## src/include/rv_consts.svh

```systemverilog
`ifndef RV_CONSTS_SVH
`define RV_CONSTS_SVH

// register and datapath width of the RV32I core
`define RV_XLEN 32
// machine code is one 32-bit word per instruction
`define RV_INSN_W 32
// architectural registers x0 to x31
`define RV_NUM_REGS 32
`define RV_REG_ADDR_W 5

// sequential fetch advances one word
`define RV_PC_STEP 32'd4
`define RV_RESET_PC 32'd0

// instruction field positions shared by every format
`define RV_F_OPCODE 6:0
`define RV_F_RD 11:7
`define RV_F_FUNCT3 14:12
`define RV_F_RS1 19:15
`define RV_F_RS2 24:20
`define RV_F_FUNCT7 31:25

// funct7 value that turns add into sub and srl into sra
`define RV_FUNCT7_ALT 7'b0100000

`endif

```

## src/hdl/reg_file.sv

```systemverilog
`include "rv_consts.svh"

module reg_file (
  input  logic                      clk,
  input  logic                      rst,
  input  logic [`RV_REG_ADDR_W-1:0] rs1,
  input  logic [`RV_REG_ADDR_W-1:0] rs2,
  output logic [`RV_XLEN-1:0]       rs1_data,
  output logic [`RV_XLEN-1:0]       rs2_data,
  input  logic                      we,
  input  logic [`RV_REG_ADDR_W-1:0] rd,
  input  logic [`RV_XLEN-1:0]       rd_data
);

  logic [`RV_XLEN-1:0] regs [`RV_NUM_REGS];

  // both read ports are combinational so the same cycle can use the operands
  assign rs1_data = regs[rs1];
  assign rs2_data = regs[rs2];

  // reset zeroes the whole file and x0 is never written afterwards
  // so it keeps reading zero without a separate mux on the read side
  always_ff @(posedge clk) begin
    if (rst) begin
      for (int i = 0; i < `RV_NUM_REGS; i++) begin
        regs[i] <= '0;
      end
    end else if (we && rd != '0) begin
      regs[rd] <= rd_data;
    end
  end

  // x0 must still read zero after any number of writes aimed at it
  a_x0_zero : assert property (@(posedge clk) disable iff (rst)
    ((rs1 == '0) -> (rs1_data == '0)) && ((rs2 == '0) -> (rs2_data == '0)))
    else $error("reg_file: x0 read back a nonzero value");

endmodule

```

## config.mk

```make
export PLATFORM = sky130hd
export DESIGN_NAME = reg_file
export DESIGN_NICKNAME = d
export VERILOG_FILES = /design/src/hdl/reg_file.sv
export VERILOG_INCLUDE_DIRS = /design/src /design/src/include
export SDC_FILE = /design/constraint.sdc
export NUM_CORES = 2
export LEC_CHECK = 0
export BUFFER_PORTS_ARGS = -buffer_cell sky130_fd_sc_hd__buf_2
export CAP_MARGIN = 20
export CORE_UTILIZATION = 35
export DETAILED_ROUTE_END_ITERATION = 8
export GPL_TIMING_DRIVEN = 0
export HOLD_SLACK_MARGIN = 0.05
export PLACE_DENSITY_LB_ADDON = 0.08
export SKIP_CTS_REPAIR_TIMING = 1
export SYNTH_ARGS = -nofsm -noshare
export SYNTH_HDL_FRONTEND = slang
export SYNTH_SLANG_ARGS = --single-unit
```

## constraint.sdc

```tcl
create_clock -name clk -period 4.2 [get_ports clk]
set_clock_uncertainty 0.05 [all_clocks]
set_input_delay 0.84 -clock clk [delete_from_list [all_inputs] [get_ports clk]]
set_output_delay 0.84 -clock clk [all_outputs]
set_load 0.01 [all_outputs]
```

==> insert_results.sql <==
INSERT INTO impl_metrics (metric_group, metric, value, unit) VALUES
('route', 'drt_iter0_markers', '4702', ''),
('global_routing', 'overflow', '0', ''),
('worst_setup_path', 'cp_cell_sequence', 'buf_2 -> buf_4 -> buf_6 -> buf_4 -> mux2i_1 -> a22oi_1 -> nand3_2 -> nand3_1 -> buf_2', ''),
('route', 'wirelength_met1', '106000', 'um'),
('clock_tree', 'cts.sink_count', '1024', ''),
('synth', 'ys_dominant_reg_cell', 'sky130_fd_sc_hd__edfxtp_1', ''),
('status', 'violations', 'setup timing', ''),
('synth', 'synth-edff-count', '1024', ''),
('synth', 'yosysWarningCount', '0', ''),
('timing', 'finalCriticalPeriod', '4.30', 'ns'),
('placement', 'numPortBuffers', '111', ''),
('route', 'final_antenna_net_count', '0', ''),
('worst_setup_path', 'critPathSlowestCell', 'sky130_fd_sc_hd__a22oi_1', ''),
('synth', 'netlist.top_cell.by_area', 'sky130_fd_sc_hd__edfxtp_1', ''),
('clock_tree', 'worst_setup_hold_path_clk_slew', '0.06', 'ns'),
('global_routing', 'first_pass_grt_wire_length', '333000', 'um'),
('layout', 'area.growth.synth_to_final', '14.9', '%'),
('layout', 'regMostFlops', 'regs', ''),
('route', 'via_count', '41100', ''),
('placement', 'finalWeightedCongestion', '0.927', ''),
('hold_path', 'min_delay_path_depth', '2', ''),
('worst_setup_path', 'critPathCaptureType', 'output pin', ''),
('worst_setup_path', 'crit_fanout', '10', ''),
('timing', 'final.period_utilization', '1.02', ''),
('job', 'max_cap_viol_count', '0', ''),
('worst_setup_path', 'crit_type', 'in -> out', ''),
('floorplan', 'core_region', '0.158', 'mm2'),
('layout', 'registers_with_the_most_flip_flops', 'regs: 1024 flops', ''),
('floorplan', 'row_count', '146', ''),
('floorplan', 'die_w', '402', 'um'),
('floorplan', 'io_pins', '114', ''),
('global_routing', 'grt_start_max_net_pins', '33', ''),
('timing', 'maxSlewHeadroom', '0.118', ''),
('layout', 'drive_above_1_share', '0.128', ''),
('route', 'top_layer', 'met5', ''),
('worst_setup_path', 'worst_ep_arrival_time', '3.41', 'ns'),
('route', 'drt_pre_antenna_iters', '5', ''),
('layout', 'final_cell_mix', '1024 x sky130_fd_sc_hd__mux2i_1, 1024 x sky130_fd_sc_hd__edfxtp_1, 994 x sky130_fd_sc_hd__and2_1, 205 x sky130_fd_sc_hd__buf_2', ''),
('timing', 'hold_slack', '0.372', 'ns'),
('timing', 'worstMarginPinSlew', '1.32', 'ns'),
('timing', 'rsz_0062_raised_after_global_routing', 'false', ''),
('power_and_ir_drop', 'vdd.ir_drop.worst', '336', 'uV'),
('placement', 'dp.final_hpwl', '178000', 'um'),
('power_and_ir_drop', 'power-per-cell-area', '413', 'mW/mm2'),
('synth', 'netlist_top_cells_area', 'sky130_fd_sc_hd__edfxtp_1 55%, sky130_fd_sc_hd__mux2i_1 18%, sky130_fd_sc_hd__and2_1 11%, sky130_fd_sc_hd__a22oi_1 2.6%, sky130_fd_sc_hd__a22o_1 2.0%', ''),
('route', 'met3_routed_wl', '20100', 'um'),
('global_routing', 'grt_use_total', '0.305', ''),
('synth', 'synth_top_area_frac', '0.550', ''),
('layout', 'total_number_of_nets_in_the_final_design', '4966', ''),
('layout', 'largest_register_ff_count', '1024', ''),
('worst_setup_path', 'timing.critical_path.from_type', 'input port', ''),
('clock_tree', 'bufs_on_longest_clock_path', '3', ''),
('global_routing', 'first_global_vias', '39800', ''),
('timing', 'max_freq', '0.232', 'GHz'),
('timing', 'report.final.hold_viol_count', '0', ''),
('route', 'detailed_route_drc_error_count', '0', ''),
('floorplan', 'floorplan.initialDensity', '0.353', ''),
('timing', 'setup_viol', '11', ''),
('clock_tree', 'tritoncts.num_buffers', '130', ''),
('synth', 'synthesized_instance_count', '4605', ''),
('timing', 'postLayoutSetupSlackWorst', '-0.105', 'ns'),
('timing', 'drv_slew', '0', ''),
('route', 'drt-wirelength-per-cell', '35.4', 'um'),
('route', 'via_per_inst', '5.79', ''),
('worst_setup_path', 'cp_data_required_time', '3.31', 'ns'),
('synth', 'yosysUniqueCellTypes', '29', ''),
('clock_tree', 'htree_levels', '4', ''),
('synth', 'synth_seq_area_share', '0.550', ''),
('worst_setup_path', 'slowest_delay', '0.51', 'ns'),
('status', 'outcome', 'finished with violations', ''),
('synth', 'post_synthesis_average_cell_area', '12.1', 'um2');
==> per-layer routing <==
layer | vias to the layer above | global-route usage
met4 | 18 | 0.141
li1 | 17500 | -
met5 | - | 0
met2 | 1968 | 0.472
met3 | 402 | 0.0628
met1 | 21200 | 0.408
==> final cells by class <==
type | instances | area (um2)
multi-input combinational | 3166 | 23100
buffer | 443 | 2320
fill | 15100 | 94100
tap | 2072 | 2590
clock buffer | 167 | 3540
sequential | 1024 | 30700
antenna | 12 | 30.0
clock inverter | 60 | 489
timing repair buffer | 151 | 1390
==> worst max-delay path: cells and delay by family <==
kind	cells	cell delay, ns
multiplexers	1	0.13
AO/OA/AOI/OAI	1	0.51
AND/OR/NAND/NOR	2	0.56
buffers and inverters	5	1.33
==> logic make-up after synthesis <==
family          synth area share
compound gates            0.0702
flops                      0.550
simple gates               0.157
buf+inv                   0.0390
mux                        0.183
other cells            0.0000671
==> synth_stat cells, types with 9 or more instances <==
| master | number |
|---|---|
| sky130_fd_sc_hd__a31oi_1 | 64 |
| sky130_fd_sc_hd__a22o_1 | 128 |
| sky130_fd_sc_hd__a22oi_1 | 192 |
| sky130_fd_sc_hd__nand3_1 | 193 |
| sky130_fd_sc_hd__buf_4 | 63 |
| sky130_fd_sc_hd__nor3_1 | 64 |
| sky130_fd_sc_hd__mux2i_1 | 1024 |
| sky130_fd_sc_hd__buf_6 | 12 |
| sky130_fd_sc_hd__buf_1 | 24 |
| sky130_fd_sc_hd__clkbuf_2 | 9 |
| sky130_fd_sc_hd__nand2_1 | 196 |
| sky130_fd_sc_hd__and2_1 | 994 |
| sky130_fd_sc_hd__or2_2 | 33 |
| sky130_fd_sc_hd__nor2_1 | 21 |
| sky130_fd_sc_hd__a21oi_1 | 192 |
| sky130_fd_sc_hd__edfxtp_1 | 1024 |
| sky130_fd_sc_hd__clkbuf_1 | 218 |
| sky130_fd_sc_hd__buf_2 | 113 |
==> worst paths after layout <==
| kind | startpoint | endpoint | slack [ns] |
|---|---|---|---|
| worst min-delay path | rd_data[28] | regs[5][28] | 0.37 |
| worst max-delay path | rs1[1] | rs1_data[12] | -0.10 |
==> power by group <==
part	leakage [uW]	internal, uW	switching (uW)
Clock	0.00196	6400	4580
Sequential	0.00975	11800	288
Combinational	0.0136	1060	2360
Total	0.0253	19300	7230
==> metrics by stage <==
stage	util	total power (uW)	std cells	worst slack, ns	area (um2)
finish	0.406	26500	7095	-0.105	64300
global route	0.406	27100	7084	0.0000215	64200
CTS	0.404	26500	7082	-0.836	64000
detailed placement	0.379	15600	6855	-0.830	60000
global placement	0.374	15500	6819	-0.825	59200
floorplan	-	14000	4636	1.27	56000
(Power assumes the default switching activity.)
