$ cat src/include/rv_consts.svh
`ifndef RV_CONSTS_SVH
`define RV_CONSTS_SVH

// register and datapath width of the RV32I core
`define RV_XLEN 32
// machine code is one 32-bit word per instruction
`define RV_INSN_W 32
// architectural registers x0 to x31
`define RV_NUM_REGS 32
`define RV_REG_ADDR_W 5

// sequential fetch advances one word
`define RV_PC_STEP 32'd4
`define RV_RESET_PC 32'd0

// instruction field positions shared by every format
`define RV_F_OPCODE 6:0
`define RV_F_RD 11:7
`define RV_F_FUNCT3 14:12
`define RV_F_RS1 19:15
`define RV_F_RS2 24:20
`define RV_F_FUNCT7 31:25

// funct7 value that turns add into sub and srl into sra
`define RV_FUNCT7_ALT 7'b0100000

`endif

$ cat src/hdl/rv_pkg.sv
package rv_pkg;

  // major opcodes of the instruction groups this core executes
  // anything else decodes as a no-op that only advances the pc
  typedef enum logic [6:0] {
    op_lui     = 7'b0110111,
    op_reg_imm = 7'b0010011,
    op_reg_reg = 7'b0110011,
    op_branch  = 7'b1100011,
    op_environ = 7'b1110011
  } opcode_e;

  // operations of the alu
  // add and sub both go through the lookahead adder
  typedef enum logic [3:0] {
    alu_add,
    alu_sub,
    alu_sll,
    alu_slt,
    alu_sltu,
    alu_xor,
    alu_srl,
    alu_sra,
    alu_or,
    alu_and,
    // lui result comes straight from operand b
    alu_pass_b
  } alu_op_e;

  // branch conditions take the funct3 encoding directly
  // 3'b010 and 3'b011 are not branches in RV32I
  typedef enum logic [2:0] {
    beq  = 3'b000,
    bne  = 3'b001,
    blt  = 3'b100,
    bge  = 3'b101,
    bltu = 3'b110,
    bgeu = 3'b111
  } br_cond_e;

endpackage

$ cat src/hdl/alu.sv
`include "rv_consts.svh"

module alu (
  input  logic [`RV_XLEN-1:0] a,
  input  logic [`RV_XLEN-1:0] b,
  input  rv_pkg::alu_op_e     alu_op,
  output logic [`RV_XLEN-1:0] result
);

  localparam int SHAMT_W = $clog2(`RV_XLEN);

  logic                add_cin;
  logic [`RV_XLEN-1:0] add_b;
  logic [`RV_XLEN-1:0] add_sum;
  logic [SHAMT_W-1:0]  shamt;

  // sub is a + ~b + 1 through the same adder
  assign add_cin = (alu_op == rv_pkg::alu_sub);
  assign add_b   = add_cin ? ~b : b;

  cla_adder cla_adder_inst (
    .a   (a),
    .b   (add_b),
    .cin (add_cin),
    .sum (add_sum)
  );

  // only the low bits of b count as the shift amount
  assign shamt = b[SHAMT_W-1:0];

  always_comb begin
    case (alu_op)
      rv_pkg::alu_add,
      rv_pkg::alu_sub:    result = add_sum;
      rv_pkg::alu_sll:    result = a << shamt;
      rv_pkg::alu_slt:    result = {{(`RV_XLEN - 1){1'b0}}, $signed(a) < $signed(b)};
      rv_pkg::alu_sltu:   result = {{(`RV_XLEN - 1){1'b0}}, a < b};
      rv_pkg::alu_xor:    result = a ^ b;
      rv_pkg::alu_srl:    result = a >> shamt;
      // arithmetic shift fills from the sign bit of a
      rv_pkg::alu_sra:    result = $unsigned($signed(a) >>> shamt);
      rv_pkg::alu_or:     result = a | b;
      rv_pkg::alu_and:    result = a & b;
      rv_pkg::alu_pass_b: result = b;
      default:            result = '0;
    endcase
  end

endmodule

$ cat src/hdl/cla_adder.sv
`include "rv_consts.svh"

module cla_adder (
  input  logic [`RV_XLEN-1:0] a,
  input  logic [`RV_XLEN-1:0] b,
  input  logic                cin,
  output logic [`RV_XLEN-1:0] sum
);

  localparam int GRP_W = 4;
  localparam int NUM_GRP = `RV_XLEN / GRP_W;
  // one lookahead width serves both the bits of a group and the groups themselves
  localparam int LA_W = (GRP_W > NUM_GRP) ? GRP_W : NUM_GRP;

  logic [`RV_XLEN-1:0] gen;
  logic [`RV_XLEN-1:0] prop;
  logic [`RV_XLEN-1:0] carry;
  logic [LA_W-1:0]     grp_gen;
  logic [LA_W-1:0]     grp_prop;
  logic [NUM_GRP-1:0]  grp_cin;

  // carry into position n, written out as a flat sum of products
  // every term reaches back to c0 directly so no carry waits on another
  function automatic logic lookahead(input logic [LA_W-1:0] g, input logic [LA_W-1:0] p,
                                     input logic c0, input int n);
    logic c;
    logic term;
    c = c0;
    for (int m = 0; m < n; m++) begin
      c = c & p[m];
    end
    for (int j = 0; j < n; j++) begin
      term = g[j];
      for (int m = j + 1; m < n; m++) begin
        term = term & p[m];
      end
      c = c | term;
    end
    return c;
  endfunction

  assign gen  = a & b;
  assign prop = a ^ b;

  // group generate is the carry out of the group with no carry in
  always_comb begin
    logic [LA_W-1:0] bit_g;
    logic [LA_W-1:0] bit_p;
    grp_gen  = '0;
    grp_prop = '0;
    for (int k = 0; k < NUM_GRP; k++) begin
      bit_g = '0;
      bit_p = '0;
      bit_g[GRP_W-1:0] = gen[k*GRP_W +: GRP_W];
      bit_p[GRP_W-1:0] = prop[k*GRP_W +: GRP_W];
      grp_gen[k]  = lookahead(bit_g, bit_p, 1'b0, GRP_W);
      grp_prop[k] = &prop[k*GRP_W +: GRP_W];
    end
  end

  // second level resolves the carry into each group from cin alone
  always_comb begin
    for (int k = 0; k < NUM_GRP; k++) begin
      grp_cin[k] = lookahead(grp_gen, grp_prop, cin, k);
    end
  end

  // inside a group the bit carries start from that group's carry in
  always_comb begin
    logic [LA_W-1:0] bit_g;
    logic [LA_W-1:0] bit_p;
    for (int k = 0; k < NUM_GRP; k++) begin
      bit_g = '0;
      bit_p = '0;
      bit_g[GRP_W-1:0] = gen[k*GRP_W +: GRP_W];
      bit_p[GRP_W-1:0] = prop[k*GRP_W +: GRP_W];
      for (int i = 0; i < GRP_W; i++) begin
        carry[k*GRP_W + i] = lookahead(bit_g, bit_p, grp_cin[k], i);
      end
    end
  end

  assign sum = prop ^ carry;

endmodule

$ cat config.mk
export PLATFORM = sky130hd
export DESIGN_NAME = alu
export DESIGN_NICKNAME = d
export VERILOG_FILES = /design/src/hdl/rv_pkg.sv /design/src/hdl/alu.sv /design/src/hdl/cla_adder.sv
export VERILOG_INCLUDE_DIRS = /design/src /design/src/include
export SDC_FILE = /design/constraint.sdc
export NUM_CORES = 1
export LEC_CHECK = 0
export BUFFER_PORTS_ARGS = -buffer_cell sky130_fd_sc_hd__buf_2
export CAP_MARGIN = 20
export CORE_MARGIN = 2
export CORE_UTILIZATION = 35
export DETAILED_ROUTE_END_ITERATION = 12
export GPL_TIMING_DRIVEN = 0
export SYNTH_ARGS = -nofsm -noshare
export SYNTH_HDL_FRONTEND = slang
export SYNTH_SLANG_ARGS = --single-unit
$ cat constraint.sdc
create_clock -name vclk -period 6.6
set_input_delay 0.33 -clock vclk [all_inputs]
set_output_delay 0.33 -clock vclk [all_outputs]
set_load 0.02 [all_outputs]
==> impl_metrics.csv, run 1 <==
group,metric,value,unit
critical_path,crit_required,6.27,ns
clocking,post_cts_resized,0,
floorplan,initial_utilization,35.4,%
power,p_sw_share,65.4,%
floorplan,die_y,160,um
timing,tightest_slew,1.02,ns
yosys,ys_seq_area_share,0,%
clocking,hold_buffers,0,
layout,drive_above_1_share,17.2,%
place,hpwl,38400,um
yosys,yosysTopAreaCell,"ha_1",
layout,regArea,0,sq um
layout,nets,1447,
detailed_routing,drc,0,
floorplan,dieArea,25600,sq um
timing,setup_tns,0,ns
floorplan,core-area,24100,sq um
floorplan,die_w,160,um
timing,slew_headroom,31.5,%
critical_path,cp_max_fo,11,
global_routing,grt_remaining_overflow,0,
layout,final_util,39.2,%
timing,max_freq,159,MHz
power,total_power,842,uW
detailed_routing,firstDrtPassIters,6,
hold_path,holdCritStartpoint,"b[26]",
power,pwr-share-clk,0,%
timing,final-hold-violation-count,0,
layout,design.seq.count,0,
timing,rsz0062_at_grt,"false",
critical_path,arrival,5.96,ns
place,dp.cells,1559,
power,net-switching-power,550,uW
yosys,avgSynthCellArea,7.52,sq um
layout,area_growth,10.7,%
timing,setup_viol,0,
detailed_routing,drtAntennaViolNets,0,
critical_path,critical_path_class,"in2out",
yosys,synth.distinct_cells,77,
power,peakVddDrop,0.0414,mV
yosys,yosysTopAreaCellShare,19.8,%
global_routing,first_global_vias,10000,
layout,final_cell_mix,"ha_1 (135), buf_2 (120), inv_1 (89), nor2_1 (89), nand2_1 (77)",
global_routing,grt_first_pass_wirelength,69600,um
layout,nFillCells,2632,
floorplan,num_rows,57,
hold_path,hold_end,"result[26]",
outcome,outcome,"finished clean",
job,maxCapViolations,0,
clocking,cts_setup_buffers,0,
layout,fin_area,9450,sq um
place,pre_cts_slack,0.389,ns
global_routing,antenna_found_initial,4,
layout,n_clock_buffer,0,
timing,hold_ws,1.06,ns
hold_path,holdPathStages,4,
yosys,synthTopCellsByArea,"ha_1 (20%), mux2i_1 (7.7%), mux4_2 (5.5%)",
timing,period_share,95.4,%
place,place_area,9450,sq um
detailed_routing,viasPerCell,6.62,
yosys,synth_nets,1345,
power,p_int,291,uW
power,power_density,89.0,nW/um^2
global_routing,grt_max_degree,13,
detailed_routing,wl_per_cell,31.0,um
detailed_routing,wl,48300,um
hold_path,worstHoldPathType,"in2out",
power,combPwrFrac,100.0,%
timing,fin_crit,6.29,ns
power,p_seq_share,0,%
global_routing,grt_usage,36.5,%
timing,setup_slack,0.307,ns
detailed_routing,drt_iter0_drc,1350,
place,port_buffers,99,
critical_path,endpoint_kind,"output pin",
yosys,syn_area,8530,sq um
layout,multi_input_area,7780,sq um
timing,maxSlewViolCount,0,
layout,stdcell_count,1560,
yosys,syn_inst,1135,
detailed_routing,num_vias,10300,
floorplan,io_pins,100,
layout,final_common_cell,"ha_1",
place,place_congestion,1.04,
power,p_leak,4.26,nW
yosys,yosys_warnings,0,
critical_path,cp-start-kind,"input port",
## Yosys cell counts, types with 12 or more instances
| cell type | number |
|---|---|
| nor3_1 | 22 |
| o211ai_1 | 31 |
| nand2_1 | 77 |
| a21oi_1 | 66 |
| nand4_1 | 14 |
| a21o_1 | 12 |
| mux2_2 | 36 |
| clkbuf_1 | 46 |
| o21ai_0 | 48 |
| nand3_1 | 26 |
| xnor2_1 | 45 |
| a221oi_1 | 15 |
| mux2i_1 | 66 |
| nor2_1 | 89 |
| a211oi_1 | 13 |
| buf_2 | 21 |
| mux4_2 | 21 |
| a22oi_1 | 26 |
| inv_1 | 89 |
| o22ai_1 | 18 |
| ha_1 | 135 |
| nand2b_1 | 14 |
## final cells by class
cell class / count / area share (%)
Multi-Input combinational cell: 957 / 82.3
Timing Repair Buffer: 100 / 5.32
Buffer: 84 / 4.30
Tap cell: 324 / 4.29
Inverter: 94 / 3.73
Antenna cell: 1 / 0.0265
## how the worst max path moves through the flow
stage | from | to | slack (ns) | depth (start not counted)
after floorplan | alu_op[0] | result[17] | 1.99 | 20
after global routing | b[2] | result[28] | 0.17 | 22
after CTS | b[2] | result[28] | 0.36 | 22
after global placement | b[2] | result[28] | 0.39 | 22
final | b[2] | result[28] | 0.31 | 22
after detailed placement | b[2] | result[28] | 0.39 | 22
## cells by family (layout without fill, tap and decap cells)
logic type	count (synthesis)	after routing	synth area share, %
buffers and inverters	178	278	8.90
XOR/XNOR	53	53	5.44
AO/OA/AOI/OAI	336	336	27.2
AND/OR/NAND/NOR	296	296	16.8
multiplexers	130	130	20.2
other	0	1	0
adder cells (fa/ha/maj)	142	142	21.4
## per-layer routing
| layer | global-route usage (%) | share of wire [%] |
|---|---|---|
| met2 | 57.6 | 43 |
| met3 | 5.56 | 10 |
| met4 | 16.8 | 6.4 |
| met5 | 0 | 0.023 |
| met1 | 49.0 | 41 |
## power groups by stage
stage / combinational (mW) / sequential [mW] / clock [mW]
2_1_floorplan: 0.505 / 0 / 0
3_3_place_gp: 0.812 / 0 / 0
3_5_place_dp: 0.809 / 0 / 0
4_1_cts: 0.813 / 0 / 0
5_1_grt: 0.887 / 0 / 0
6_report: 0.842 / 0 / 0.0000000158
## critical path, cell delays in order
cell	delay, ns
buf_2	0.14
inv_1	0.28
buf_1	0.66
clkbuf_1	0.70
xnor2_1	0.17
ha_1	0.35
and3_1	0.16
a22o_1	0.17
a311o_2	0.25
inv_2	0.06
o211ai_2	0.27
inv_2	0.09
o21ai_2	0.25
inv_2	0.08
o21a_1	0.20
fa_1	0.50
nor2_1	0.04
a21oi_1	0.16
o211ai_1	0.10
a221oi_1	0.49
o21ai_0	0.26
buf_2	0.23
Note: power is estimated with default switching activity, not from simulation.
==> run 2: changes to the inputs <==
- CORE_MARGIN: 2 -> unset
- SYNTH_HIERARCHICAL: unset -> 1
==> run 2 against run 1 <==
  * Final area is 8.1% higher
  * Routed wire length up 26%
  * Non-clock buffer count rose by 26
  * Worst hold slack lost 0.00061 ns
  * Synthesized cell count rose by 11%
==> impl_metrics.csv, run 2 <==
group,metric,value,unit
yosys,yosysMostFrequentCell,"ha_1",
timing,setup_slack,0.223,ns
floorplan,core-area,26000,sq um
timing,max_freq,157,MHz
floorplan,die_y,165,um
global_routing,grt_first_pass_wirelength,84300,um
layout,final_cell_mix,"ha_1 (136), buf_2 (130), nor2_1 (119), nand2_1 (98), inv_1 (88)",
yosys,ys_seq_area_share,0,%
yosys,yosys_warnings,6,
detailed_routing,num_vias,11800,
layout,nets,1573,
floorplan,dieArea,27100,sq um
global_routing,antenna_found_initial,5,
detailed_routing,drc,0,
critical_path,cp_max_fo,11,
yosys,synthTopCellsByArea,"ha_1 (18%), mux4_2 (9.0%), mux2i_1 (6.8%)",
place,port_buffers,98,
timing,slew_headroom,28.5,%
floorplan,io_pins,100,
place,hpwl,47400,um
floorplan,initial_utilization,35.7,%
timing,setup_viol,0,
critical_path,crit_required,6.27,ns
clocking,cts_setup_buffers,0,
yosys,yosysTopAreaCellShare,18.4,%
yosys,avgSynthCellArea,7.34,sq um
global_routing,grt_remaining_overflow,0,
yosys,syn_inst,1262,
yosys,syn_area,9270,sq um
yosys,synthTopCellsByCount,"ha_1 (136), nor2_1 (119), nand2_1 (98)",
hold_path,worstHoldPathType,"in2out",
yosys,synth_nets,1474,
layout,design.seq.count,0,
detailed_routing,drt_iter0_drc,1431,
critical_path,arrival,6.05,ns
place,place_area,10200,sq um
timing,maxSlewViolCount,0,
timing,final-hold-violation-count,0,
critical_path,critical_path_class,"in2out",
detailed_routing,drtAntennaViolNets,0,
detailed_routing,wl_per_cell,35.9,um
global_routing,grt_max_degree,14,
floorplan,die_w,165,um
yosys,synth.distinct_cells,82,
critical_path,cp-start-kind,"input port",
layout,fin_area,10200,sq um
global_routing,first_global_vias,11000,
detailed_routing,wl,61000,um
layout,drive_above_1_share,16.8,%
timing,tightest_slew,1.07,ns
global_routing,grt_usage,44.5,%
layout,area_growth,10.3,%
layout,final_common_cell,"ha_1",
outcome,outcome,"finished clean",
detailed_routing,firstDrtPassIters,8,
layout,n_clock_buffer,0,
timing,hold_ws,1.06,ns
place,place_congestion,1.05,
yosys,yosysTopAreaCell,"ha_1",
job,maxCapViolations,0,
timing,fin_crit,6.38,ns
critical_path,endpoint_kind,"output pin",
detailed_routing,viasPerCell,6.93,
layout,regArea,0,sq um
place,pre_cts_slack,-0.446,ns
timing,setup_tns,0,ns
floorplan,num_rows,59,
timing,period_share,96.6,%
[run 2: per-layer routing]
metal  global-route usage [%]  part of all wire (%)
met2                     68.5                    43
met1                     54.7                    37
met3                     10.3                    12
met4                     31.4                   8.5
met5                        0                 0.067
[run 2: metrics by stage]
step / utilization, % / cells
after floorplan: - / 1262
after global placement: 39.2 / 1695
after detailed placement: 39.2 / 1696
final: 39.3 / 1697
after global routing: 39.3 / 1694
after CTS: 39.3 / 1696
[run 2: logic make-up after synthesis]
family / count (synthesis) / share of synthesized area, %
adder cells (fa/ha/maj): 144 / 20.1
AND/OR/NAND/NOR: 353 / 17.7
buffers and inverters: 205 / 9.57
AO/OA/AOI/OAI: 374 / 27.5
multiplexers: 137 / 20.6
XOR/XNOR: 49 / 4.63
[run 2: path summary, 6_finish.rpt]
path | endpoint | startpoint | depth (start not counted)
max | result[26] | b[4] | 21
min | result[7] | b[7] | 4
[run 2: layout make-up]
cell class	instances	area [sq um]
fillers	2872	15800
plain buffers	111	557
diodes	3	7.51
well taps	335	419
repair buffers	99	498
inverters	92	345
multi-input cells	1057	8390
[run 2: critical path, cell delays in order]
cell             delay (ns)
buf_2                  0.10
clkbuf_1               0.30
inv_1                  0.15
clkbuf_1               0.63
clkdlybuf4s15_2        0.61
xnor2_1                0.20
ha_1                   0.35
a41o_1                 0.16
a21oi_1                0.04
a211oi_1               0.61
o21ai_1                0.21
o21ai_1                0.30
ha_1                   0.21
o21a_1                 0.13
o21a_1                 0.14
nor2_1                 0.07
a32oi_1                0.16
o221ai_1               0.23
a2111oi_2              0.43
o221ai_1               0.39
buf_2                  0.27
[run 2: repair_timing]
| action | 4_1_cts | 5_1_grt |
|---|---|---|
| endpoints found under the setup margin | 8 | 5 |
| resized for setup | 6 | 5 |
| hold buffers | 0 | 0 |
