## src/include/rv_consts.svh

```systemverilog
`ifndef RV_CONSTS_SVH
`define RV_CONSTS_SVH

// register and datapath width of the RV32I core
`define RV_XLEN 32
// machine code is one 32-bit word per instruction
`define RV_INSN_W 32
// architectural registers x0 to x31
`define RV_NUM_REGS 32
`define RV_REG_ADDR_W 5

// sequential fetch advances one word
`define RV_PC_STEP 32'd4
`define RV_RESET_PC 32'd0

// instruction field positions shared by every format
`define RV_F_OPCODE 6:0
`define RV_F_RD 11:7
`define RV_F_FUNCT3 14:12
`define RV_F_RS1 19:15
`define RV_F_RS2 24:20
`define RV_F_FUNCT7 31:25

// funct7 value that turns add into sub and srl into sra
`define RV_FUNCT7_ALT 7'b0100000

`endif

```

## src/hdl/rv_pkg.sv

```systemverilog
package rv_pkg;

  // major opcodes of the instruction groups this core executes
  // anything else decodes as a no-op that only advances the pc
  typedef enum logic [6:0] {
    op_lui     = 7'b0110111,
    op_reg_imm = 7'b0010011,
    op_reg_reg = 7'b0110011,
    op_branch  = 7'b1100011,
    op_environ = 7'b1110011
  } opcode_e;

  // operations of the alu
  // add and sub both go through the lookahead adder
  typedef enum logic [3:0] {
    alu_add,
    alu_sub,
    alu_sll,
    alu_slt,
    alu_sltu,
    alu_xor,
    alu_srl,
    alu_sra,
    alu_or,
    alu_and,
    // lui result comes straight from operand b
    alu_pass_b
  } alu_op_e;

  // branch conditions take the funct3 encoding directly
  // 3'b010 and 3'b011 are not branches in RV32I
  typedef enum logic [2:0] {
    beq  = 3'b000,
    bne  = 3'b001,
    blt  = 3'b100,
    bge  = 3'b101,
    bltu = 3'b110,
    bgeu = 3'b111
  } br_cond_e;

endpackage

```

## src/hdl/insn_decode.sv

```systemverilog
`include "rv_consts.svh"

module insn_decode (
  input  logic [`RV_INSN_W-1:0]     insn,
  output logic [`RV_REG_ADDR_W-1:0] rs1,
  output logic [`RV_REG_ADDR_W-1:0] rs2,
  output logic [`RV_REG_ADDR_W-1:0] rd,
  output logic                      reg_we,
  output rv_pkg::alu_op_e           alu_op,
  output logic                      use_imm,
  output logic [`RV_XLEN-1:0]       imm,
  output logic                      is_branch,
  output rv_pkg::br_cond_e          br_cond,
  output logic [`RV_XLEN-1:0]       branch_imm,
  output logic                      halt
);

  rv_pkg::opcode_e     opcode;
  logic [2:0]          funct3;
  logic [6:0]          funct7;
  logic [`RV_XLEN-1:0] imm_i;
  logic [`RV_XLEN-1:0] imm_shamt;
  logic [`RV_XLEN-1:0] imm_u;

  assign opcode = rv_pkg::opcode_e'(insn[`RV_F_OPCODE]);
  assign funct3 = insn[`RV_F_FUNCT3];
  assign funct7 = insn[`RV_F_FUNCT7];

  // register indices sit in the same place in every format
  assign rs1 = insn[`RV_F_RS1];
  assign rs2 = insn[`RV_F_RS2];
  assign rd  = insn[`RV_F_RD];

  // I format carries a 12-bit signed immediate in the top bits
  assign imm_i = {{(`RV_XLEN - 12){insn[31]}}, insn[31:20]};
  // shift amount lives in the rs2 slot and is never sign extended
  assign imm_shamt = {{(`RV_XLEN - `RV_REG_ADDR_W){1'b0}}, insn[`RV_F_RS2]};
  // U format fills the upper 20 bits
  assign imm_u = {insn[31:12], 12'b0};
  // B format scatters a 13-bit even offset over the funct7 and rd slots
  assign branch_imm = {{(`RV_XLEN - 13){insn[31]}}, insn[31], insn[7], insn[30:25],
                       insn[11:8], 1'b0};

  always_comb begin
    reg_we    = 1'b0;
    alu_op    = rv_pkg::alu_add;
    use_imm   = 1'b0;
    imm       = '0;
    is_branch = 1'b0;
    br_cond   = rv_pkg::beq;
    halt      = 1'b0;
    case (opcode)
      rv_pkg::op_lui: begin
        // rs1 is not meaningful here so the alu just forwards operand b
        reg_we  = 1'b1;
        alu_op  = rv_pkg::alu_pass_b;
        use_imm = 1'b1;
        imm     = imm_u;
      end
      rv_pkg::op_reg_imm: begin
        reg_we  = 1'b1;
        use_imm = 1'b1;
        imm     = imm_i;
        case (funct3)
          3'b000: alu_op = rv_pkg::alu_add;
          3'b010: alu_op = rv_pkg::alu_slt;
          3'b011: alu_op = rv_pkg::alu_sltu;
          3'b100: alu_op = rv_pkg::alu_xor;
          3'b110: alu_op = rv_pkg::alu_or;
          3'b111: alu_op = rv_pkg::alu_and;
          3'b001: begin
            imm    = imm_shamt;
            alu_op = rv_pkg::alu_sll;
            reg_we = (funct7 == 7'b0);
          end
          default: begin
            // srli and srai share funct3 and differ only in funct7
            imm    = imm_shamt;
            alu_op = funct7[5] ? rv_pkg::alu_sra : rv_pkg::alu_srl;
            reg_we = (funct7 == 7'b0) || (funct7 == `RV_FUNCT7_ALT);
          end
        endcase
      end
      rv_pkg::op_reg_reg: begin
        // only add/sub and srl/sra accept the alternate funct7
        reg_we = (funct7 == 7'b0) ||
                 (funct7 == `RV_FUNCT7_ALT && (funct3 == 3'b000 || funct3 == 3'b101));
        case (funct3)
          3'b000: alu_op = funct7[5] ? rv_pkg::alu_sub : rv_pkg::alu_add;
          3'b001: alu_op = rv_pkg::alu_sll;
          3'b010: alu_op = rv_pkg::alu_slt;
          3'b011: alu_op = rv_pkg::alu_sltu;
          3'b100: alu_op = rv_pkg::alu_xor;
          3'b101: alu_op = funct7[5] ? rv_pkg::alu_sra : rv_pkg::alu_srl;
          3'b110: alu_op = rv_pkg::alu_or;
          default: alu_op = rv_pkg::alu_and;
        endcase
      end
      rv_pkg::op_branch: begin
        is_branch = 1'b1;
        case (funct3)
          3'b000: br_cond = rv_pkg::beq;
          3'b001: br_cond = rv_pkg::bne;
          3'b100: br_cond = rv_pkg::blt;
          3'b101: br_cond = rv_pkg::bge;
          3'b110: br_cond = rv_pkg::bltu;
          3'b111: br_cond = rv_pkg::bgeu;
          default: is_branch = 1'b0;
        endcase
      end
      rv_pkg::op_environ: begin
        // ecall is the only environment call with all other fields clear
        halt = (funct7 == 7'b0) && (rs2 == '0) && (rs1 == '0) && (funct3 == 3'b0) &&
               (rd == '0);
      end
      default: begin
        // unknown opcodes keep the defaults and fall through to pc + 4
        reg_we = 1'b0;
      end
    endcase
  end

endmodule

```

## config.mk

```make
export PLATFORM = sky130hd
export DESIGN_NAME = insn_decode
export DESIGN_NICKNAME = d
export VERILOG_FILES = /design/src/hdl/rv_pkg.sv /design/src/hdl/insn_decode.sv
export VERILOG_INCLUDE_DIRS = /design/src /design/src/include
export SDC_FILE = /design/constraint.sdc
export NUM_CORES = 1
export LEC_CHECK = 0
export ABC_AREA = 1
export BUFFER_PORTS_ARGS = -buffer_cell sky130_fd_sc_hd__buf_4
export CAP_MARGIN = 5
export CORE_MARGIN = 5
export CORE_UTILIZATION = 31
export DETAILED_ROUTE_END_ITERATION = 16
export PLACE_DENSITY = 0.82
export SYNTH_ARGS = -nofsm -noshare
export SYNTH_HDL_FRONTEND = slang
export SYNTH_SLANG_ARGS = --single-unit
```

## constraint.sdc

```tcl
create_clock -name vclk -period 0.99
set_input_delay 0.1485 -clock vclk [all_inputs]
set_output_delay 0.1485 -clock vclk [all_outputs]
set_load 0.02 [all_outputs]
```

==> results.sh, run 1 <==
export IMPL_worstPathRequired_ns=0.84
export IMPL_syn_num_nets=213
export IMPL_syn_to_final_growth_pct=154
export IMPL_final_layout_size_suffix_gt1_share_pct=81.9
export IMPL_start_util_pct=32.8
export IMPL_fin_hold_ws_ns=0.496
export IMPL_synth_top_family_by_area="buffers and inverters"
export IMPL_grt_pass1_wl_um=7530
export IMPL_fin_nets=333
export IMPL_cp_end_kind="primary output"
export IMPL_synth_distinct_cells=22
export IMPL_worst_slack_ns=-0.320
export IMPL_dr_pass1_iters=4
export IMPL_p_per_area_nw_per_um2=316
export IMPL_synth_top_area_share_pct=35.0
export IMPL_layout_cells_non_filler=343
export IMPL_fp_dieW_um=67.0
export IMPL_grtUsageTotal_pct=21.3
export IMPL_dp_cells=338
export IMPL_synthXorXnorAreaFrac_pct=0
export IMPL_cap_violations=0
export IMPL_synth_most_common_cell="buf_4"
export IMPL_final_seq_area_sq_um=0
export IMPL_finalWirelength_um=4930
export IMPL_synthAdderAreaFrac_pct=0
export IMPL_irDropWorstVdd_v=0.000215
export IMPL_grt_pass1_vias=1618
export IMPL_antenna_found_initial=0
export IMPL_yosys_area_share_simple_pct=37.1
export IMPL_nFlopsAndLatches=0
export IMPL_tns_ns=-11.14
export IMPL_num_fill_cells=196
export IMPL_synthTopCellsByArea="buf_4, nand2_1, nor2_1"
export IMPL_boundaryPins=122
export IMPL_via_per_inst=4.55
export IMPL_synthMuxAreaShare_pct=0
export IMPL_dieArea_sq_um=4490
export IMPL_yosys_top_cells_count="buf_4, nand2_1, nor2_1, inv_1, o21ai_0"
export IMPL_hold_viol=0
export IMPL_num_rows=20
export IMPL_violations="negative setup slack"
export IMPL_num_vias=1562
export IMPL_period_minus_slack_ns=1.31
export IMPL_setup_viol=43
export IMPL_ant_nets=0
export IMPL_fmax_mhz=763
export IMPL_fin_util_pct=83.3
export IMPL_crit_fanout=6
export IMPL_start_kind="input port"
export IMPL_nClkBuffers=0
export IMPL_core_sq_um=3080
export IMPL_worstSetupPathType="input port to primary output"
export IMPL_rsz0062_at_grt="yes"
export IMPL_io_buffers=121
export IMPL_dr_first_iter_drc_count=39
export IMPL_place_congestion=0.799
export IMPL_post_route_drc_count=0
export IMPL_hold_buffers=0
export IMPL_hp_class="input port to primary output"
export IMPL_diodes=0
export IMPL_syn_area_sq_um=1010
export IMPL_dpl_worst_slack_ns=-0.380
export IMPL_die_height_um=67.0
export IMPL_synth_compound_area_share_pct=13.8
export IMPL_syn_inst=181
export IMPL_grt_overflow=0
export IMPL_yosysTopAreaCell="buf_4"
export IMPL_slew_viol_final=0
export IMPL_yosysSeqAreaShare_pct=0
export IMPL_critPathArrivalTime_ns=1.16
export IMPL_p_leak_nw=1.31
export IMPL_outcome="finished with violations"
export IMPL_yosys_warnings=0
export IMPL_finalCritPeriodShare_pct=132
export IMPL_syn_avg_cell_area_sq_um=5.57
export IMPL_dp_hpwl_um=3710
export IMPL_grt_max_degree=22
export IMPL_routedWlPerCell_um=14.4
==> kinds of logic (layout without fill, tap and decap cells) <==
group / count (synthesis) / after routing
AO/OA/AOI/OAI: 22 / 22
other: 1 / 1
buffers and inverters: 76 / 194
AND/OR/NAND/NOR: 82 / 82
==> where the power goes <==
group | switching [mW] | internal [mW]
sequential | 0 | 0
clock | 0 | 0
combinational | 0.428 | 0.382
total | 0.428 | 0.382
==> through the flow <==
step / cell area [sq um] / power (mW)
3_5_place_dp: 2180 / 0.723
6_report: 2560 / 0.810
3_3_place_gp: 2180 / 0.708
5_1_grt: 2560 / 0.858
2_1_floorplan: 1280 / 0.416
4_1_cts: 2540 / 0.801
==> layer usage <==
metal  vias to the layer above  track usage, %  part of all wire (%)
li1                        754               -                     -
met1                       715            22.5                    33
met2                        79            44.5                    57
met3                        14            3.20                   8.7
met4                         0            1.52                   1.1
met5                         -               0                     0
==> final timing paths <==
path | start | endpoint | slack (ns) | cells after the start
setup / recovery | insn[6] | reg_we | -0.32 | 9
hold / removal | insn[20] | rs2[0] | 0.50 | 2
==> placed cells by master (no fill, tap or decap), types with 5 or more instances in the layout <==
cell	n
o21ai_4	8
o21ai_2	8
nand2_2	5
inv_1	10
nor2_4	20
nand3_1	7
nand2_1	22
buf_6	52
inv_2	10
nand2_4	6
buf_4	113
nor2_1	5
==> timing repair <==
action / in CTS / in global routing
setup buffers: 4 / 0
resized for setup: 95 / 7
endpoints found under the setup margin: 43 / 43
cloned: 1 / 0
pin swaps: 20 / 4
==> cell type report <==
cell class | instances | area (sq um) | share of cell area (%)
inverters | 25 | 118 | 4.59
multi-input cells | 105 | 887 | 34.6
well taps | 44 | 55.1 | 2.15
repair buffers | 168 | 1490 | 58.2
repair inverters | 1 | 11.3 | 0.439
==> worst max-delay path: stages <==
cell     delay [ns]
buf_6          0.09
inv_4          0.04
buf_6          0.11
nand3_2        0.09
nor2_4         0.05
buf_4          0.15
a21oi_1        0.17
nand3_1        0.13
buf_4          0.18
No activity file was read; power rests on OpenSTA's default activity.
==> inputs of run 2 (changes only) <==
--- a/config.mk
+++ b/config.mk
@@ -9,10 +9,11 @@
 export ABC_AREA = 1
 export BUFFER_PORTS_ARGS = -buffer_cell sky130_fd_sc_hd__buf_4
 export CAP_MARGIN = 5
-export CORE_MARGIN = 5
+export CORE_MARGIN = 10
 export CORE_UTILIZATION = 31
 export DETAILED_ROUTE_END_ITERATION = 16
 export PLACE_DENSITY = 0.82
 export SYNTH_ARGS = -nofsm -noshare
 export SYNTH_HDL_FRONTEND = slang
 export SYNTH_SLANG_ARGS = --single-unit
+export TNS_END_PERCENT = 20
==> run 2 against run 1 <==
The flow still finishes with violations (negative setup slack). Via count fell by 6.5%. Worst setup slack got worse by 0.0097 ns. Combinational power decreased by 8.8%. First-iteration DRC count rose by 18%. Total power is 8.7% lower. Global-route usage is 6.9 points lower. Largest cell class unchanged. Largest power group unchanged.
==> results.sh, run 2 (synthesis gave the netlist of run 1 again) <==
export IMPL_core_sq_um=3080
export IMPL_start_util_pct=32.8
export IMPL_cp_end_kind="primary output"
export IMPL_slowest_delay_ns=0.19
export IMPL_io_buffers=121
export IMPL_rsz0062_at_grt="yes"
export IMPL_routedWlPerCell_um=14.5
export IMPL_place_congestion=0.794
export IMPL_hp_class="input port to primary output"
export IMPL_grt_pass1_wl_um=7420
export IMPL_path_delay_family="simple AND/OR/NAND/NOR gates"
export IMPL_cap_violations=0
export IMPL_outcome="finished with violations"
export IMPL_worstPathCellList="buf_6 -> nor2_4 -> nand2_4 -> nor3_4 -> nand3_2 -> buf_6 -> o21ai_1 -> buf_4"
export IMPL_die_height_um=77.0
export IMPL_worstSetupPathType="input port to primary output"
export IMPL_fin_nets=331
export IMPL_period_minus_slack_ns=1.32
export IMPL_irDropWorstVdd_v=0.000198
export IMPL_final_layout_size_suffix_gt1_share_pct=75.1
export IMPL_dieArea_sq_um=5930
export IMPL_grt_max_degree=22
export IMPL_nFlopsAndLatches=0
export IMPL_fin_util_pct=73.9
export IMPL_syn_to_final_growth_pct=126
export IMPL_nClkBuffers=0
export IMPL_grt_overflow=0
export IMPL_finalWirelength_um=4940
export IMPL_final_cell_mix="buf_4, nand2_1, inv_1, buf_6, nor2_1"
export IMPL_boundaryPins=122
export IMPL_dp_hpwl_um=4180
export IMPL_antenna_found_initial=0
export IMPL_worst_slack_ns=-0.330
export IMPL_worstPathRequired_ns=0.84
export IMPL_ant_nets=0
export IMPL_p_per_area_nw_per_um2=325
export IMPL_dr_first_iter_drc_count=46
export IMPL_fp_dieW_um=77.0
export IMPL_fin_hold_ws_ns=0.507
export IMPL_critPathArrivalTime_ns=1.17
export IMPL_worst_path_buf_inv=3
export IMPL_layout_cells_non_filler=341
export IMPL_p_leak_nw=1.28
export IMPL_dp_cells=337
export IMPL_holdPathStages=2
export IMPL_num_fill_cells=250
export IMPL_fmax_mhz=758
export IMPL_dr_pass1_iters=4
export IMPL_num_rows=20
export IMPL_hold_buffers=0
export IMPL_post_route_drc_count=0
export IMPL_diodes=0
export IMPL_worstHoldStart="insn[21]"
export IMPL_hold_viol=0
export IMPL_grtUsageTotal_pct=14.4
export IMPL_finalCritPeriodShare_pct=133
export IMPL_hold_end="rs2[1]"
export IMPL_grt_pass1_vias=1467
export IMPL_cp_slowest_cell="buf_6"
export IMPL_setup_viol=43
export IMPL_violations="negative setup slack"
export IMPL_cp_startpoint="insn[2]"
export IMPL_num_vias=1460
export IMPL_start_kind="input port"
export IMPL_slew_viol_final=0
export IMPL_final_seq_area_sq_um=0
export IMPL_crit_fanout=12
export IMPL_mostFrequentLayoutCell="buf_4"
export IMPL_dpl_worst_slack_ns=-0.392
export IMPL_crit_top_cell="buf_6"
export IMPL_via_per_inst=4.28
-- run 2: area by class of cell --
class,instances,area [sq um],share of cell area [%]
Timing Repair Buffer,167,1340,58.9
Inverter,25,106,4.68
Tap cell,44,55.1,2.42
Multi-Input combinational cell,105,773,34.0
-- run 2: stage by stage --
step           total power [mW]  cell area, sq um  TNS (ns)
2_1_floorplan             0.410              1220     -2.68
3_3_place_gp              0.701              2090    -11.67
3_5_place_dp              0.712              2090    -12.81
4_1_cts                   0.724              2150    -11.07
5_1_grt                   0.788              2270    -13.43
6_report                  0.739              2270    -10.58
-- run 2: power breakdown --
group	switching, mW	internal, mW	total (mW)
combinational	0.391	0.348	0.739
sequential	0	0	0
clock	0	0	0
-- run 2: per-layer routing --
layer / vias up / part of all wire (%) / global-route usage (%) / wire, um
met5: - / 0 / 0 / 0
met4: 0 / 0 / 0.182 / 0
met3: 0 / 6.6 / 3.73 / 327
met2: 58 / 57 / 29.3 / 2820
met1: 649 / 36 / 15.0 / 1790
li1: 753 / - / - / -
-- run 2: worst max path at each step --
| stage | to | slack, ns | cells past startpoint |
|---|---|---|---|
| detailed placement | imm[22] | -0.39 | 8 |
| CTS | imm[22] | -0.32 | 8 |
| global placement | imm[22] | -0.35 | 8 |
| finish | imm[22] | -0.33 | 8 |
| floorplan | imm[12] | -0.11 | 7 |
| global route | imm[22] | -0.43 | 8 |
-- run 2: repair_timing --
item,4_1_cts,5_1_grt
setup endpoints to repair,43,43
buffers inserted,1,3
pin swaps,0,2
resized for setup,14,29
==> inputs of run 3 (changes only) <==
--- a/config.mk
+++ b/config.mk
@@ -10,9 +10,10 @@
 export BUFFER_PORTS_ARGS = -buffer_cell sky130_fd_sc_hd__buf_4
 export CAP_MARGIN = 5
 export CORE_MARGIN = 10
-export CORE_UTILIZATION = 31
+export CORE_UTILIZATION = 35
 export DETAILED_ROUTE_END_ITERATION = 16
-export PLACE_DENSITY = 0.82
+export MAX_ROUTING_LAYER = met4
+export PLACE_DENSITY = 0.87
 export SYNTH_ARGS = -nofsm -noshare
 export SYNTH_HDL_FRONTEND = slang
 export SYNTH_SLANG_ARGS = --single-unit
==> constraint.sdc (replaced) <==
create_clock -name vclk -period 1.4
set_input_delay 0.21 -clock vclk [all_inputs]
set_output_delay 0.21 -clock vclk [all_outputs]
set_load 0.02 [all_outputs]
==> run 3 against run 2 <==
Core utilization increased by 1.6 points. Cell count decreased by 12%. Global-route usage increased by 1.5 points. Combinational power decreased by 38%. Largest cell class unchanged. Sequential share of layout area unchanged. Largest power group unchanged. Via count decreased by 3.0%. Total power decreased by 38%. Wire length increased by 1.2%. Count of clock-buffer cells in the layout unchanged. Non-clock buffer count decreased by 29. The flow still finishes with violations (negative setup slack). Die area decreased by 8.5%. Critical path depth unchanged.
==> results.sh, run 3 (synthesis gave the netlist of run 1 again) <==
export IMPL_hp_class="input port to primary output"
export IMPL_irDropWorstVdd_v=0.000239
export IMPL_fp_dieW_um=73.7
export IMPL_grt_pass1_wl_um=7000
export IMPL_grt_pass1_vias=1450
export IMPL_num_fill_cells=219
export IMPL_die_height_um=73.7
export IMPL_setup_viol=32
export IMPL_dieArea_sq_um=5430
export IMPL_worstPathRequired_ns=1.19
export IMPL_num_vias=1416
export IMPL_finalCritPeriodShare_pct=105
export IMPL_outcome="finished with violations"
export IMPL_top_layer="met4"
export IMPL_io_buffers=121
export IMPL_dp_hpwl_um=3830
export IMPL_diodes=0
export IMPL_finalWirelength_um=5000
export IMPL_start_util_pct=36.6
export IMPL_crit_fanout=6
export IMPL_final_area_sq_um=2080
export IMPL_hold_viol=0
export IMPL_cp_end_kind="primary output"
export IMPL_wl_met1_um=1780
export IMPL_grtUsageTotal_pct=16.0
export IMPL_worst_slack_ns=-0.0726
export IMPL_multi_input_area_sq_um=713
export IMPL_start_kind="input port"
export IMPL_route_met2_wl_um=2740
export IMPL_syn_to_final_growth_pct=106
export IMPL_grt_max_degree=22
export IMPL_nFlopsAndLatches=0
export IMPL_final_layout_size_suffix_gt1_share_pct=71.6
export IMPL_violations="negative setup slack"
export IMPL_fin_util_pct=75.5
export IMPL_holdPathStages=2
export IMPL_core_sq_um=2760
export IMPL_boundaryPins=122
export IMPL_period_minus_slack_ns=1.47
export IMPL_dpl_worst_slack_ns=-0.0656
export IMPL_final_cell_mix="buf_4, buf_6, nand2_1, inv_1, nor2_1"
export IMPL_wl_met3_um=425
export IMPL_nClkBuffers=0
export IMPL_dr_pass1_iters=4
export IMPL_dpl_cell_area_sq_um=1690
export IMPL_post_route_drc_count=0
export IMPL_p_per_area_nw_per_um2=219
export IMPL_mostFrequentLayoutCell="buf_4"
export IMPL_place_congestion=0.832
export IMPL_p_leak_nw=1.16
export IMPL_slew_viol_final=0
export IMPL_rsz0062_at_grt="yes"
export IMPL_worstSetupPathType="input port to primary output"
export IMPL_antenna_found_initial=0
export IMPL_ant_nets=0
export IMPL_final_seq_area_sq_um=0
export IMPL_cap_violations=0
export IMPL_dr_first_iter_drc_count=37
export IMPL_fin_nets=302
export IMPL_fmax_mhz=679
export IMPL_num_rows=19
export IMPL_via_per_inst=4.74
export IMPL_grt_overflow=0
export IMPL_critPathArrivalTime_ns=1.26
export IMPL_routedWlPerCell_um=16.7
## run 3: cell count changes in the layout (fill, tap and decap cells not counted), moves of 2 or more
| cell | previous run | this run |
|---|---|---|
| o21ai_1 | 2 | 0 |
| nand3_2 | 6 | 4 |
| buf_4 | 146 | 97 |
| nor2_2 | 1 | 4 |
| nor2_4 | 12 | 9 |
| o21ai_2 | 7 | 12 |
| o21ai_4 | 8 | 4 |
| inv_6 | 0 | 2 |
| buf_6 | 19 | 37 |
| nand3_1 | 4 | 6 |
## run 3: worst paths after layout
| path | start | endpoint | slack [ns] |
|---|---|---|---|
| worst max-delay path | insn[3] | imm[21] | -0.07 |
| worst min-delay path | insn[18] | rs1[3] | 0.63 |
## run 3: power by group
| part | switching, mW | total [mW] | internal [mW] |
|---|---|---|---|
| logic | 0.262 | 0.456 | 0.195 |
| registers | 0 | 0 | 0 |
| clock network | 0 | 0 | 0 |
| total | 0.262 | 0.456 | 0.195 |
## run 3: critical path: stages
cell and delay, ns:
buf_8 0.10, nor2_4 0.11, nand2_2 0.08, nor3_4 0.19
nand3_4 0.18, buf_12 0.19, o21ai_2 0.07, buf_6 0.14
## run 3: final cells by class
cell class | instances | share of cell area [%]
Multi-Input combinational cell | 105 | 34.3
Timing Repair Buffer | 138 | 58.7
Tap cell | 31 | 1.86
Inverter | 25 | 5.11
## run 3: metrics by stage
step           hold WS, ns  power [mW]  std cells  setup TNS (ns)
2_1_floorplan        0.533       0.266        181               0
3_3_place_gp         0.630       0.408        297           -1.12
3_5_place_dp         0.631       0.415        297           -1.48
4_1_cts              0.631       0.441        299          -0.466
5_1_grt              0.634       0.487        299           -2.99
6_report             0.629       0.456        299           -1.23
## run 3: metal layers
metal,track usage (%),vias to the layer above
met4,1.66,0
met2,31.3,70
met3,2.69,4
met5,-,-
met1,16.3,653
li1,-,689
## run 3: timing repair
item | 4_1_cts | 5_1_grt
gates cloned | 1 | 0
hold buffers | 0 | 0
pin swaps | 5 | 3
buffers inserted | 1 | 0
endpoints found under the setup margin | 35 | 42
gates resized for setup | 74 | 35
